## config.mk

```make
export PLATFORM = sky130hd
export DESIGN_NAME = dfe_cal_top
export DESIGN_NICKNAME = d
export VERILOG_FILES = /design/src/hdl/dfe_cal_pkg.sv /design/src/hdl/offset_lane.sv /design/src/hdl/offset_search.sv /design/src/hdl/cal_sequencer.sv /design/src/hdl/cal_write_builder.sv /design/src/hdl/dfe_cal_top.sv
export SDC_FILE = /design/constraint.sdc
export NUM_CORES = 1
export LEC_CHECK = 0
export BUFFER_PORTS_ARGS = -buffer_cell sky130_fd_sc_hd__buf_2
export CAP_MARGIN = 30
export CORE_MARGIN = 2
export CORE_UTILIZATION = 56
export CTS_CLUSTER_SIZE = 12
export DETAILED_ROUTE_END_ITERATION = 12
export PLACE_DENSITY = 0.86
export SLEW_MARGIN = 25
export SYNTH_ARGS = -nofsm -noshare
export SYNTH_HDL_FRONTEND = slang
export SYNTH_SLANG_ARGS = --single-unit
export TNS_END_PERCENT = 5
```

## constraint.sdc

```tcl
create_clock -name clk -period 7.29 [get_ports clk]
set_clock_uncertainty 0.05 [all_clocks]
set_input_delay 0.729 -clock clk [delete_from_list [all_inputs] [get_ports clk]]
set_output_delay 0.729 -clock clk [all_outputs]
set_load 0.005 [all_outputs]
```

## src/hdl/dfe_cal_pkg.sv

```systemverilog
// ########################################
// dfe calibration constants, register map,
// opcode, mode and sequencer state types
// ########################################
package dfe_cal_pkg;

    // bus and channel widths
    localparam int CTRL_ADDR_W = 12;
    localparam int CTRL_DATA_W = 16;
    localparam int PHYS_W      = 7;
    localparam int UIF_ADDR_W  = 6;

    // offset search
    localparam int LANES     = 6;
    localparam int OFFSET_W  = 4;
    localparam int STEP_W    = 5;
    localparam int NUM_STEPS = 16;
    localparam logic [OFFSET_W-1:0] OFFSET_MID = 4'd8;

    // hardware reaction time, then the window in which toggles count
    localparam int HW_SETTLE   = 80;
    localparam int SAMPLE_TIME = 32;
    localparam int WAIT_DELAY  = HW_SETTLE + SAMPLE_TIME;
    localparam int WAIT_W      = $clog2(WAIT_DELAY);

    // basic-block register addresses
    localparam logic [CTRL_ADDR_W-1:0] ADDR_DFE8  = 12'h108;
    localparam logic [CTRL_ADDR_W-1:0] ADDR_DFE11 = 12'h10b;
    localparam logic [CTRL_ADDR_W-1:0] ADDR_DFE12 = 12'h10c;
    localparam logic [CTRL_ADDR_W-1:0] ADDR_DFE13 = 12'h10d;
    localparam logic [CTRL_ADDR_W-1:0] ADDR_DFE15 = 12'h10f;
    localparam logic [CTRL_ADDR_W-1:0] ADDR_OC    = 12'h1a0;

    // user dfe control register offset
    localparam logic [UIF_ADDR_W-1:0] USER_CTRL_ADDR = 6'h0a;

    localparam logic [CTRL_DATA_W-1:0] TESTBUS_SEL = 16'h000d;

    // register bit positions
    localparam int DFE8_TB_OE    = 2;
    localparam int DFE11_ADAPT   = 15;
    localparam int DFE12_PDB     = 7;
    localparam int DFE12_OD_LO   = 12;
    localparam int DFE12_EV_LO   = 8;
    localparam int DFE13_BYPASS  = 0;
    localparam int DFE13_VREF_LO = 13;
    localparam int OC_CALEN      = 4;

    // user data bits
    localparam int UIF_ADAPT = 0;
    localparam int UIF_PDB   = 1;

    typedef enum logic [2:0] {
        CTRL_OP_RD   = 3'b000,
        CTRL_OP_WR   = 3'b001,
        CTRL_OP_TBUS = 3'b011
    } ctrl_op_t;

    typedef enum logic [2:0] {
        UIF_MODE_RD   = 3'b000,
        UIF_MODE_WR   = 3'b001,
        UIF_MODE_PHYS = 3'b010
    } uif_mode_t;

    typedef enum logic [4:0] {
        ST_IDLE, ST_RD_PWR, ST_WR_PWR, ST_RD_VREF, ST_WR_VREF,
        ST_RD_ADPT_ON, ST_WR_ADPT_ON, ST_TESTBUS, ST_RD_TB_ON, ST_WR_TB_ON,
        ST_RD_OC_ON, ST_WR_OC_ON, ST_RD_OFFSET12, ST_WR_OFFSET12, ST_WR_OFFSET15,
        ST_WAIT, ST_RD_TB_OFF, ST_WR_TB_OFF, ST_RD_OC_OFF, ST_WR_OC_OFF,
        ST_WR_VREF2, ST_RD_ADPT, ST_WR_ADPT
    } cal_state_t;

endpackage

```

## src/hdl/offset_lane.sv

```systemverilog
// ########################################
// one testbus lane: toggle detect, midpoint
// ########################################
`timescale 1ns/1ps

module offset_lane (
    input  logic                                clk,
    input  logic                                reset,
    input  logic                                clear,
    input  logic                                sample_window,
    input  logic                                step_tick,
    input  logic [dfe_cal_pkg::STEP_W-1:0]      step,
    input  logic                                testbus_bit,
    output logic [dfe_cal_pkg::OFFSET_W-1:0]    code,
    output logic                                done
);
    import dfe_cal_pkg::*;

    logic                 bit_prev;
    logic                 toggled;
    logic                 toggle_now;
    logic                 hit;
    logic                 found;
    logic [OFFSET_W-1:0]  cur;
    logic [OFFSET_W-1:0]  first_step;
    logic [OFFSET_W-1:0]  last_step;
    logic [OFFSET_W-1:0]  first_nxt;
    logic [OFFSET_W-1:0]  last_nxt;
    logic [OFFSET_W:0]    mid_sum;
    logic [OFFSET_W-1:0]  result;

    assign cur        = step[OFFSET_W-1:0];
    assign toggle_now = sample_window && (testbus_bit != bit_prev);
    // include the tick cycle's own sample
    assign hit        = toggled || toggle_now;
    assign first_nxt  = found ? first_step : cur;
    assign last_nxt   = hit ? cur : last_step;
    assign mid_sum    = {1'b0, first_nxt} + {1'b0, last_nxt};

    always_ff @(posedge clk or posedge reset)
    begin
        if (reset)
        begin
            bit_prev   <= 1'b0;
            toggled    <= 1'b0;
            found      <= 1'b0;
            first_step <= '0;
            last_step  <= '0;
            result     <= '0;
            done       <= 1'b0;
        end
        else if (clear)
        begin
            bit_prev   <= testbus_bit;
            toggled    <= 1'b0;
            found      <= 1'b0;
            first_step <= '0;
            last_step  <= '0;
            result     <= '0;
            done       <= 1'b0;
        end
        else
        begin
            bit_prev <= testbus_bit;
            if (step_tick && !done)
            begin
                toggled <= 1'b0;
                if (hit)
                begin
                    found      <= 1'b1;
                    first_step <= first_nxt;
                    last_step  <= cur;
                end
                // last code: midpoint rounded down, midscale if never toggled
                if (step == STEP_W'(NUM_STEPS - 1))
                begin
                    done   <= 1'b1;
                    result <= (found || hit) ? mid_sum[OFFSET_W:1] : OFFSET_MID;
                end
            end
            else if (toggle_now)
                toggled <= 1'b1;
        end
    end

    assign code = done ? result : cur;

endmodule

```

## src/hdl/offset_search.sv

```systemverilog
// ########################################
// settle/sample timer, step counter, lanes
// ########################################
`timescale 1ns/1ps

module offset_search (
    input  logic                                                  clk,
    input  logic                                                  reset,
    input  logic                                                  search_clear,
    input  logic                                                  search_run,
    input  logic [dfe_cal_pkg::LANES-1:0]                         ctrl_testbus,
    output logic                                                  step_tick,
    output logic                                                  search_done,
    output logic [dfe_cal_pkg::LANES-1:0][dfe_cal_pkg::OFFSET_W-1:0] lane_code
);
    import dfe_cal_pkg::*;

    logic [WAIT_W-1:0]  timer;
    logic [STEP_W-1:0]  step;
    logic               sample_window;
    logic [LANES-1:0]   lane_done;

    // timer runs only during the wait state
    always_ff @(posedge clk or posedge reset)
    begin
        if (reset)
            timer <= '0;
        else if (!search_run || step_tick)
            timer <= '0;
        else
            timer <= timer + 1'b1;
    end

    assign step_tick     = search_run && (timer == WAIT_W'(WAIT_DELAY - 1));
    assign sample_window = search_run && (timer >= WAIT_W'(HW_SETTLE));

    always_ff @(posedge clk or posedge reset)
    begin
        if (reset)
            step <= '0;
        else if (search_clear)
            step <= '0;
        else if (step_tick)
            step <= step + 1'b1;
    end

    for (genvar i = 0; i < LANES; i++)
    begin : g_lane
        offset_lane offset_lane_inst (
            .clk           (clk),
            .reset         (reset),
            .clear         (search_clear),
            .sample_window (sample_window),
            .step_tick     (step_tick),
            .step          (step),
            .testbus_bit   (ctrl_testbus[i]),
            .code          (lane_code[i]),
            .done          (lane_done[i])
        );
    end

    assign search_done = &lane_done;

endmodule

```

## src/hdl/cal_sequencer.sv

```systemverilog
// ########################################
// calibration FSM, bus done and go/lock/busy,
// per-channel calibrated memory
// ########################################
`timescale 1ns/1ps

module cal_sequencer (
    input  logic                                 clk,
    input  logic                                 reset,
    input  logic                                 uif_go,
    input  dfe_cal_pkg::uif_mode_t               uif_mode,
    input  logic [dfe_cal_pkg::UIF_ADDR_W-1:0]   uif_addr,
    input  logic                                 uif_pdb,
    input  logic                                 uif_chan_err,
    input  logic                                 ctrl_wait,
    input  logic [dfe_cal_pkg::CTRL_DATA_W-1:0]  ctrl_rdata,
    input  logic [dfe_cal_pkg::PHYS_W-1:0]       ctrl_phys,
    input  logic                                 step_tick,
    input  logic                                 search_done,
    output dfe_cal_pkg::cal_state_t              state,
    output logic                                 uif_busy,
    output logic                                 ctrl_go,
    output logic                                 ctrl_lock,
    output logic                                 search_clear,
    output logic                                 search_run,
    output logic [dfe_cal_pkg::CTRL_DATA_W-1:0]  rmw_data_save
);
    import dfe_cal_pkg::*;

    cal_state_t               next_state;
    cal_state_t               state_nxt;
    logic                     accept;
    logic                     bus_pending;
    logic                     ctrl_done;
    logic                     ctrl_go_ff;
    logic [2**PHYS_W-1:0]     cal_mem;
    logic                     cal_prior;

    // only a user write to the control register starts a sequence
    assign accept = uif_go && (uif_mode == UIF_MODE_WR) && (uif_addr == USER_CTRL_ADDR);

    // done follows the first cycle with wait low after go
    always_ff @(posedge clk or posedge reset)
    begin
        if (reset)
        begin
            bus_pending <= 1'b0;
            ctrl_done   <= 1'b0;
        end
        else
        begin
            ctrl_done <= bus_pending & ~ctrl_wait;
            if (ctrl_go)
                bus_pending <= 1'b1;
            else if (!ctrl_wait)
                bus_pending <= 1'b0;
        end
    end

    always_comb
    begin
        next_state = state;
        case (state)
            ST_IDLE:        if (accept) next_state = ST_RD_PWR;
            ST_RD_PWR:      if (ctrl_done) next_state = ST_WR_PWR;
            ST_WR_PWR:      if (ctrl_done) next_state = ST_RD_VREF;
            // calibrate only on first power-up of this channel
            ST_RD_VREF:     if (ctrl_done)
                                next_state = (uif_pdb && !cal_prior) ? ST_WR_VREF : ST_WR_VREF2;
            ST_WR_VREF:     if (ctrl_done) next_state = ST_RD_ADPT_ON;
            ST_RD_ADPT_ON:  if (ctrl_done) next_state = ST_WR_ADPT_ON;
            ST_WR_ADPT_ON:  if (ctrl_done) next_state = ST_TESTBUS;
            ST_TESTBUS:     if (ctrl_done) next_state = ST_RD_TB_ON;
            ST_RD_TB_ON:    if (ctrl_done) next_state = ST_WR_TB_ON;
            ST_WR_TB_ON:    if (ctrl_done) next_state = ST_RD_OC_ON;
            ST_RD_OC_ON:    if (ctrl_done) next_state = ST_WR_OC_ON;
            ST_WR_OC_ON:    if (ctrl_done) next_state = ST_RD_OFFSET12;
            ST_RD_OFFSET12: if (ctrl_done) next_state = ST_WR_OFFSET12;
            // sweep loop
            ST_WR_OFFSET12: if (ctrl_done) next_state = ST_WR_OFFSET15;
            ST_WR_OFFSET15: if (ctrl_done)
                                next_state = search_done ? ST_RD_TB_OFF : ST_WAIT;
            ST_WAIT:        if (step_tick) next_state = ST_WR_OFFSET12;
            // undo testbus and OC settings, then restore user bits
            ST_RD_TB_OFF:   if (ctrl_done) next_state = ST_WR_TB_OFF;
            ST_WR_TB_OFF:   if (ctrl_done) next_state = ST_RD_OC_OFF;
            ST_RD_OC_OFF:   if (ctrl_done) next_state = ST_WR_OC_OFF;
            ST_WR_OC_OFF:   if (ctrl_done) next_state = ST_WR_VREF2;
            ST_WR_VREF2:    if (ctrl_done) next_state = ST_RD_ADPT;
            ST_RD_ADPT:     if (ctrl_done) next_state = ST_WR_ADPT;
            ST_WR_ADPT:     if (ctrl_done) next_state = ST_IDLE;
            default:        next_state = ST_IDLE;
        endcase
    end

    // channel error at end of a bus cycle aborts
    assign state_nxt = (uif_chan_err && ctrl_done) ? ST_IDLE : next_state;

    always_ff @(posedge clk or posedge reset)
    begin
        if (reset)
        begin
            state        <= ST_IDLE;
            uif_busy     <= 1'b0;
            ctrl_lock    <= 1'b0;
            search_clear <= 1'b0;
            search_run   <= 1'b0;
            ctrl_go_ff   <= 1'b0;
            ctrl_go      <= 1'b0;
        end
        else
        begin
            state        <= state_nxt;
            uif_busy     <= (state_nxt != ST_IDLE);
            ctrl_lock    <= (state_nxt != ST_IDLE) && (state_nxt != ST_WR_ADPT);
            search_clear <= (state_nxt == ST_RD_OFFSET12);
            search_run   <= (state_nxt == ST_WAIT);
            // every move into a bus state starts one bus cycle
            ctrl_go_ff   <= (state_nxt != state) && (state_nxt != ST_IDLE) &&
                            (state_nxt != ST_WAIT);
            // one more cycle so the builder's registers are stable at go
            ctrl_go      <= ctrl_go_ff;
        end
    end

    // VREF/bypass copy for the final restore
    always_ff @(posedge clk)
    begin
        if ((state == ST_RD_VREF) && ctrl_done)
            rmw_data_save <= ctrl_rdata;
    end

    always_ff @(posedge clk or posedge reset)
    begin
        if (reset)
            cal_mem <= '0;
        else if ((state == ST_TESTBUS) && ctrl_done)
            cal_mem[ctrl_phys] <= 1'b1;
    end

    assign cal_prior = cal_mem[ctrl_phys];

endmodule

```

## src/hdl/cal_write_builder.sv

```systemverilog
// ########################################
// opcode, address and write data per state
// ########################################
`timescale 1ns/1ps

module cal_write_builder (
    input  logic                                                  clk,
    input  dfe_cal_pkg::cal_state_t                               state,
    input  logic [dfe_cal_pkg::CTRL_DATA_W-1:0]                   ctrl_rdata,
    input  logic [dfe_cal_pkg::CTRL_DATA_W-1:0]                   rmw_data_save,
    input  logic [1:0]                                            uif_wdata,
    input  logic [dfe_cal_pkg::LANES-1:0][dfe_cal_pkg::OFFSET_W-1:0] lane_code,
    output dfe_cal_pkg::ctrl_op_t                                 ctrl_opcode,
    output logic [dfe_cal_pkg::CTRL_ADDR_W-1:0]                   ctrl_addr,
    output logic [dfe_cal_pkg::CTRL_DATA_W-1:0]                   ctrl_wdata
);
    import dfe_cal_pkg::*;

    always_ff @(posedge clk)
    begin
        case (state)
            ST_TESTBUS:
                ctrl_opcode <= CTRL_OP_TBUS;
            ST_WR_PWR, ST_WR_VREF, ST_WR_ADPT_ON, ST_WR_TB_ON, ST_WR_OC_ON,
            ST_WR_OFFSET12, ST_WR_OFFSET15, ST_WR_TB_OFF, ST_WR_OC_OFF,
            ST_WR_VREF2, ST_WR_ADPT:
                ctrl_opcode <= CTRL_OP_WR;
            default:
                ctrl_opcode <= CTRL_OP_RD;
        endcase
    end

    always_ff @(posedge clk)
    begin
        case (state)
            ST_RD_PWR, ST_WR_PWR, ST_RD_OFFSET12, ST_WR_OFFSET12:
                ctrl_addr <= ADDR_DFE12;
            ST_RD_VREF, ST_WR_VREF, ST_WR_VREF2:
                ctrl_addr <= ADDR_DFE13;
            ST_RD_ADPT_ON, ST_WR_ADPT_ON, ST_RD_ADPT, ST_WR_ADPT:
                ctrl_addr <= ADDR_DFE11;
            ST_RD_TB_ON, ST_WR_TB_ON, ST_RD_TB_OFF, ST_WR_TB_OFF:
                ctrl_addr <= ADDR_DFE8;
            ST_RD_OC_ON, ST_WR_OC_ON, ST_RD_OC_OFF, ST_WR_OC_OFF:
                ctrl_addr <= ADDR_OC;
            ST_WR_OFFSET15:
                ctrl_addr <= ADDR_DFE15;
            default:
                ctrl_addr <= '0;
        endcase
    end

    // read data with this state's field replaced
    always_ff @(posedge clk)
    begin
        ctrl_wdata <= ctrl_rdata;
        case (state)
            ST_WR_PWR:
                ctrl_wdata[DFE12_PDB] <= uif_wdata[UIF_PDB];
            ST_WR_VREF:
            begin
                ctrl_wdata[DFE13_VREF_LO +: 3] <= 3'b000;
                ctrl_wdata[DFE13_BYPASS]       <= 1'b1;
            end
            ST_WR_ADPT_ON:
                ctrl_wdata[DFE11_ADAPT] <= 1'b1;
            ST_TESTBUS:
                ctrl_wdata <= TESTBUS_SEL;
            ST_WR_TB_ON:
                ctrl_wdata[DFE8_TB_OE] <= 1'b1;
            ST_WR_OC_ON:
                ctrl_wdata[OC_CALEN] <= 1'b1;
            ST_WR_OFFSET12:
            begin
                ctrl_wdata[DFE12_OD_LO +: OFFSET_W] <= lane_code[0];
                ctrl_wdata[DFE12_EV_LO +: OFFSET_W] <= lane_code[1];
            end
            ST_WR_OFFSET15:
                ctrl_wdata <= {lane_code[5], lane_code[4], lane_code[3], lane_code[2]};
            ST_WR_TB_OFF:
                ctrl_wdata[DFE8_TB_OE] <= 1'b0;
            ST_WR_OC_OFF:
                ctrl_wdata[OC_CALEN] <= 1'b0;
            // bypass is the inverse of the user adapt bit
            ST_WR_VREF2:
            begin
                ctrl_wdata               <= rmw_data_save;
                ctrl_wdata[DFE13_BYPASS] <= ~uif_wdata[UIF_ADAPT];
            end
            ST_WR_ADPT:
                ctrl_wdata[DFE11_ADAPT] <= uif_wdata[UIF_ADAPT];
            default:
                ;
        endcase
    end

endmodule

```

## src/hdl/dfe_cal_top.sv

```systemverilog
// ########################################
// dfe offset calibration top level
// ########################################
`timescale 1ns/1ps

module dfe_cal_top (
    input  logic                                 clk,
    input  logic                                 reset,
    // user side
    input  logic                                 uif_go,
    input  dfe_cal_pkg::uif_mode_t               uif_mode,
    input  logic [dfe_cal_pkg::UIF_ADDR_W-1:0]   uif_addr,
    input  logic [1:0]                           uif_wdata,
    input  logic                                 uif_chan_err,
    output logic                                 uif_busy,
    // basic-block side
    output logic                                 ctrl_go,
    output dfe_cal_pkg::ctrl_op_t                ctrl_opcode,
    output logic                                 ctrl_lock,
    output logic [dfe_cal_pkg::CTRL_ADDR_W-1:0]  ctrl_addr,
    output logic [dfe_cal_pkg::CTRL_DATA_W-1:0]  ctrl_wdata,
    input  logic                                 ctrl_wait,
    input  logic [dfe_cal_pkg::CTRL_DATA_W-1:0]  ctrl_rdata,
    input  logic [dfe_cal_pkg::PHYS_W-1:0]       ctrl_phys,
    input  logic [dfe_cal_pkg::LANES-1:0]        ctrl_testbus
);
    import dfe_cal_pkg::*;

    cal_state_t                      state;
    logic [CTRL_DATA_W-1:0]          rmw_data_save;
    logic                            search_clear;
    logic                            search_run;
    logic                            step_tick;
    logic                            search_done;
    logic [LANES-1:0][OFFSET_W-1:0]  lane_code;

    cal_sequencer cal_sequencer_inst (
        .clk           (clk),
        .reset         (reset),
        .uif_go        (uif_go),
        .uif_mode      (uif_mode),
        .uif_addr      (uif_addr),
        .uif_pdb       (uif_wdata[UIF_PDB]),
        .uif_chan_err  (uif_chan_err),
        .ctrl_wait     (ctrl_wait),
        .ctrl_rdata    (ctrl_rdata),
        .ctrl_phys     (ctrl_phys),
        .step_tick     (step_tick),
        .search_done   (search_done),
        .state         (state),
        .uif_busy      (uif_busy),
        .ctrl_go       (ctrl_go),
        .ctrl_lock     (ctrl_lock),
        .search_clear  (search_clear),
        .search_run    (search_run),
        .rmw_data_save (rmw_data_save)
    );

    offset_search offset_search_inst (
        .clk          (clk),
        .reset        (reset),
        .search_clear (search_clear),
        .search_run   (search_run),
        .ctrl_testbus (ctrl_testbus),
        .step_tick    (step_tick),
        .search_done  (search_done),
        .lane_code    (lane_code)
    );

    cal_write_builder cal_write_builder_inst (
        .clk           (clk),
        .state         (state),
        .ctrl_rdata    (ctrl_rdata),
        .rmw_data_save (rmw_data_save),
        .uif_wdata     (uif_wdata),
        .lane_code     (lane_code),
        .ctrl_opcode   (ctrl_opcode),
        .ctrl_addr     (ctrl_addr),
        .ctrl_wdata    (ctrl_wdata)
    );

endmodule

```

# After elaboration in Yosys (flattened, before gate mapping)
# Memory sizes are Yosys's and may differ from the RTL's. A register that Yosys moved wholly into a read port is not among the register bits.
# Cells that the tools add are included.
# word_totals
wordCells	363
out_inout_bits	34
input_bits	45
regBits	296
mem_bits_ro	288
memories	2
# classes
magnitude_cmp	3
reduce_logical	83
n_mux	167
n_bitwise	4
addsub	8
n_eq_ne	38
# memory_table
memory	depth	width	read_ports	rd_ports_with_merged_regs	wr	line_no	text
(no name shown)	32	7	1	1	0	cal_write_builder.sv:35	case (state)
(no name shown)	32	2	1	1	0	cal_write_builder.sv:21	case (state)
# ops
op	n
two-way mux 4 bit	72
two-way mux 5 bit	28
bitwise OR 128 bit	1
one-hot mux 5 bit (23 select lines)	1
equality test 5 x 4 -> 1 bit, second input constant	11
two-way mux 1 bit	53
equality test 5 bit, second input constant	7
adder 4 x 4 -> 5 bit	6
nonzero test 2 bit	14
logical AND 1 bit	24
AND reduction 2 bit	12
equality test 5 x 3 -> 1 bit, second input constant	4
one-hot mux 5 bit (4 select lines)	1
nonzero test 3 bit	6
logical OR 1 bit	13
one-hot mux 1 bit (4 select lines)	3
equality test 5 x 2 -> 1 bit, second input constant	2
one-hot mux 1 bit (3 select lines)	3
zero test 1 bit	8
< comparator 7 x 8 -> 1 bit, second input constant	1
one-hot mux 2 bit (4 select lines)	1
adder 7 x 1 -> 7 bit, second input constant	1
binary-select mux 1 bit (select 7 bit)	1
demux 1 bit (select 7 bit)	1
other kinds (21)	29

# Longest topological paths before layout
# depth
ltp_word	11
mapped_depth	12
depth_no_buf	10

# Cells and area by module
# From an unflattened synthesis, not the netlist that was laid out.
# hier_totals
cells_unflattened	1388
hier_area_um2	14860.5
# modules_own_cells
mod	n_inst	cells_per_inst	area_each_um2	seq_area_each_um2
cal_sequencer	1	651	7205.7	4008.8
offset_lane	6	86	947.2	400.4
cal_write_builder	1	156	1345.0	480.5
offset_search	1	65	626.9	300.3

# Worst setup path before layout
# No wires, ideal clock.
# synth_timing
path_type	input port to flip-flop
start	input port ctrl_phys[1] (netlist name)
end	register cal_sequencer_inst.search_clear
setup_ns	0.066
path_slack_ns	4.378
arrival_ns	2.795
path_buffers	2
required_ns	7.174
stages	9
cell_sequence	buf_6 > buf_8 > mux4_2 > mux4_2 > a21oi_1 > nor2_1 > o41a_1 > and2_4 > and3b_1
# synth_via
elab_chain_len	9
# synth_lines
item	line_no	text
from (decl)	dfe_cal_top.sv:24	input logic [dfe_cal_pkg::PHYS_W-1:0] ctrl_phys,
binary-select mux 1 bit (select 7 bit)	cal_sequencer.sv:141	assign cal_prior = cal_mem[ctrl_phys];
two-way mux 1 bit (not written as such)	cal_sequencer.sv:141	
zero test 1 bit	cal_sequencer.sv:69	next_state = (uif_pdb && !cal_prior) ? ST_WR_VREF : ST_WR_VREF2;
logical AND 1 bit	cal_sequencer.sv:69	
two-way mux 5 bit	cal_sequencer.sv:69	
two-way mux 5 bit	cal_sequencer.sv:68	ST_RD_VREF: if (ctrl_done)
one-hot mux 5 bit (23 select lines)	cal_sequencer.sv:63	case (state)
two-way mux 5 bit	cal_sequencer.sv:97	assign state_nxt = (uif_chan_err && ctrl_done) ? ST_IDLE : next_state;
via cal_sequencer_inst.state_nxt[4]	cal_sequencer.sv:31	cal_state_t state_nxt;
equality test 5 x 4 -> 1 bit	cal_sequencer.sv:116	search_clear <= (state_nxt == ST_RD_OFFSET12);
to (signal assigned)	cal_sequencer.sv:116	
to (decl)	cal_sequencer.sv:24	output logic search_clear,
# The timed path passes the listed nets, and every way through them passes these cells. The select of a mux whose other input is x is not followed.
# A chain may end at the register's enable or synchronous reset.

# Worst setup path in the final report
# layout_timing
start	register cal_sequencer_inst.state[3]
end	register cal_sequencer_inst.ctrl_go_ff
# layout_via
elab_chain_len	6
word_cells_on_any_way	53
classes_between	eq/ne (24); mux (25); reduce/logical (4)
# layout_lines
item	line_no	text
from (decl)	cal_sequencer.sv:20	output dfe_cal_pkg::cal_state_t state,
from (signal assigned)	cal_sequencer.sv:113	state <= state_nxt;
equality test 5 bit (tied with other cells)	cal_sequencer.sv:63	
one-hot mux 5 bit (23 select lines)	cal_sequencer.sv:63	
two-way mux 5 bit	cal_sequencer.sv:97	
inequality test 5 bit / nonzero test 5 bit (equally long branches)	cal_sequencer.sv:119	ctrl_go_ff <= (state_nxt != state) && (state_nxt != ST_IDLE) &&
logical AND 1 bit	cal_sequencer.sv:119	
logical AND 1 bit *	cal_sequencer.sv:119	
to (signal assigned)	cal_sequencer.sv:119	
to (decl)	cal_sequencer.sv:35	logic ctrl_go_ff;
# Mark *: on every way between the ends. The rest lies on a longest branch, timed or not.

==> reports/results.tsv <==
stage	metric	value	unit
finish	fin_util	62.4	%
critical_path	r2r_slack	3400	ps
critical_path	arrival	4290	ps
synth	synthFlopType	dfrtp_1	
place	numPlacedInstances	1678	
sta	setup-violations-final	0	
die	core	0.0250	mm^2
sta	worstMarginPinSlew	996	ps
min_path	holdCritPathClass	primary input to async pin	
global_route	grt_start_max_net_pins	171	
synth	netlist_instances	1357	
detailed_routing	final_antenna_net_count	0	
die	ios	79	
cts	postCtsSetupBuffers	0	
cts	cts_sinks	288	
global_route	grtUsageTotal	26.9	%
synth	yosysWarningCount	0	
synth	avgSynthCellArea	10.5	um^2
detailed_routing	firstDrtPassIters	6	
synth	ys_seq_elements	288	
critical_path	worstSetupEndpointType	flop	
die	die_y	163	um
cts	numCtsBuffers	30	
power_and_ir_drop	cellPowerDensity	208	mW/mm^2
cts	root_buffer	clkbuf_16	
detailed_routing	dr.first_iter.drc_count	1282	
sta	fin_crit	3890	ps
sta	final_max_slew_viol_count	0	
detailed_routing	drc	0	
sta	max_slew_margin	33.6	%
synth	yosysUniqueCellTypes	79	
sta	fin_setup_tns	0	ps
die	die-area	0.0266	mm^2
detailed_routing	vias	11050	
die	row_count	58	
place	port_buffers	72	
global_route	grt_pass1_wl	58000	um
sta	fmax	257	MHz
sta	rsz0062_at_grt	false	
finish	layout_common_cells	247 x dfrtp_1, 134 x o21bai_1, 120 x nor2_1	
critical_path	start_kind	flop	
place	gp_congestion	0.930	
cts	path_clk_slew	60	ps
sta	hold_violations	0	
detailed_routing	viasPerCell	6.38	
critical_path	critPathKind	flop to flop	
detailed_routing	wirelength	35400	um
critical_path	critical_path.max_fanout	30	
cts	holdBufCountCts	0	
finish	drive_gt1_share	11.9	%
finish	fin_nets	1458	
global_route	antenna_found_initial	1	
cts	clk_latency	560	ps
sta	period_share	53.3	%
finish	layout_commonest_cell	dfrtp_1	
power_and_ir_drop	power_leakage	6.98	nW
die	start_util	56.7	%
cts	ctsResizeCount	0	
finish	syn_to_final_growth	10.1	%
synth	syn_area	0.0142	mm^2
finish	n_antenna_cell	0	
synth	yosysSeqAreaShare	50.4	%
critical_path	worstPathRequired	7690	ps
cts	cts_tree	yes	
finish	final_cells	1731	
cts	htreeDepth	1	
run	max_cap_viol_count	0	
run_status	outcome	finished clean	
synth	async_flop_share	86.5	%
global_route	grt.overflow.total	0	
place	hpwlAfterDp	23400	um
global_route	grt_pass1_vias	11218	
die	die_w	163	um
cts	clock_path_buffers	3	
power_and_ir_drop	peakVddDrop	0.204	mV
synth	synth-edff-count	15	
detailed_routing	wl_per_cell	20.4	um
==> critical path, cell delays in order (launching register included) <==
cell	delay (ps)
dfrtp_1	890
nor2b_1	650
nand3_1	700
o221ai_1	510
nand2_1	180
xor2_1	160
nand3_1	120
o311a_1	340
o21a_1	170
==> logic make-up after synthesis <==
| logic type | synth area share [%] |
|---|---|
| AOI/OAI and AO/OA | 21.5 |
| and+or+nand+nor | 11.3 |
| DFF | 50.4 |
| buffers and inverters | 4.38 |
| muxes | 7.82 |
| adders and majority gates | 3.14 |
| xor gates and xnor gates | 1.42 |
| other | 0.0264 |
==> cell type report <==
cell class / instances / area, um^2
multi-input cells: 925 / 6430
flip-flops and latches: 288 / 7160
fillers: 1924 / 9400
well taps: 330 / 413
clock buffers: 47 / 895
inverters: 56 / 214
repair buffers: 80 / 430
clock inverters: 5 / 85.1
==> power by group <==
| part | switching, mW | leakage (nW) | total, mW | internal [mW] |
|---|---|---|---|---|
| registers | 0.00439 | 3.60 | 1.62 | 1.62 |
| logic | 0.0862 | 2.90 | 0.121 | 0.0348 |
| clock network | 0.608 | 0.478 | 1.51 | 0.904 |
| total | 0.699 | 6.98 | 3.26 | 2.56 |
==> per-stage QoR <==
| step | total power, mW | hold WS (ps) | cell area, um^2 | setup WS [ps] |
|---|---|---|---|---|
| CTS | 3.27 | 234 | 15600 | 3500 |
| finish | 3.26 | 247 | 15600 | 3400 |
| global route | 3.36 | 240 | 15600 | 3140 |
| detailed placement | 1.77 | 304 | 14600 | 3450 |
| global placement | 1.77 | 301 | 14600 | 3520 |
| floorplan | 1.73 | 281 | 14200 | 3240 |
==> state kept, by name (all words and copies together) (netlist names), 2 cells and up <==
name                                                   count
cal_sequencer_inst.cal_mem                               128
offset_search_inst.timer                                   7
offset_search_inst.g_lane.offset_lane_inst.bit_prev        6
offset_search_inst.g_lane.offset_lane_inst.result         24
offset_search_inst.g_lane.offset_lane_inst.found           6
offset_search_inst.g_lane.offset_lane_inst.last_step      24
cal_write_builder_inst.ctrl_addr                           6
cal_write_builder_inst.ctrl_wdata                         16
offset_search_inst.g_lane.offset_lane_inst.first_step     24
offset_search_inst.g_lane.offset_lane_inst.toggled         6
offset_search_inst.g_lane.offset_lane_inst.done            6
cal_write_builder_inst.ctrl_opcode                         2
cal_sequencer_inst.state                                   5
cal_sequencer_inst.rmw_data_save                          15
offset_search_inst.step                                    5
==> routing by layer <==
layer  part of all wire [%]  vias up  GRT usage (%)
met3                    7.1      123           4.11
met2                     47      554           44.2
met4                    3.8        0           11.1
met5                      0        -              0
met1                     42     5429           35.9
li1                       -     4944              -
==> synth_stat cells (11+ instances only) <==
| master | n | area (um^2) |
|---|---|---|
| mux2_2 | 26 | 293 |
| buf_2 | 11 | 55.1 |
| nor2_1 | 120 | 450 |
| inv_1 | 56 | 210 |
| nand2_1 | 82 | 308 |
| a22o_1 | 16 | 140 |
| o21bai_1 | 134 | 1010 |
| dfrtp_1 | 249 | 6230 |
| nor2b_1 | 23 | 144 |
| clkbuf_1 | 63 | 236 |
| nor3_1 | 24 | 120 |
| ha_1 | 26 | 325 |
| a211oi_1 | 13 | 97.6 |
| mux2i_1 | 58 | 581 |
| o21ai_0 | 40 | 200 |
| nand2b_1 | 16 | 100 |
| a21oi_1 | 74 | 370 |
| a21o_1 | 21 | 158 |
| a31oi_1 | 13 | 81.3 |
| o31ai_1 | 14 | 105 |
| xor2_1 | 21 | 184 |
| a221oi_1 | 27 | 236 |
| edfxtp_1 | 15 | 450 |
| nand3_1 | 25 | 125 |
| dfxtp_1 | 24 | 480 |
==> path summary, 6_finish.rpt <==
path	startpoint	to	cells after the start
hold reg to reg	cal_sequencer_inst.ctrl_go_ff	cal_sequencer_inst.ctrl_go	0
hold / removal	reset	cal_sequencer_inst.cal_mem[61]	2
setup reg to reg	cal_sequencer_inst.state[3]	cal_sequencer_inst.ctrl_go_ff	8
min in group clk	ctrl_testbus[2]	flop	1
max in group asynchronous	reset	async pin	3
setup / recovery	cal_sequencer_inst.state[3]	cal_sequencer_inst.ctrl_go_ff	8
Power figures use the tool's default switching activity.
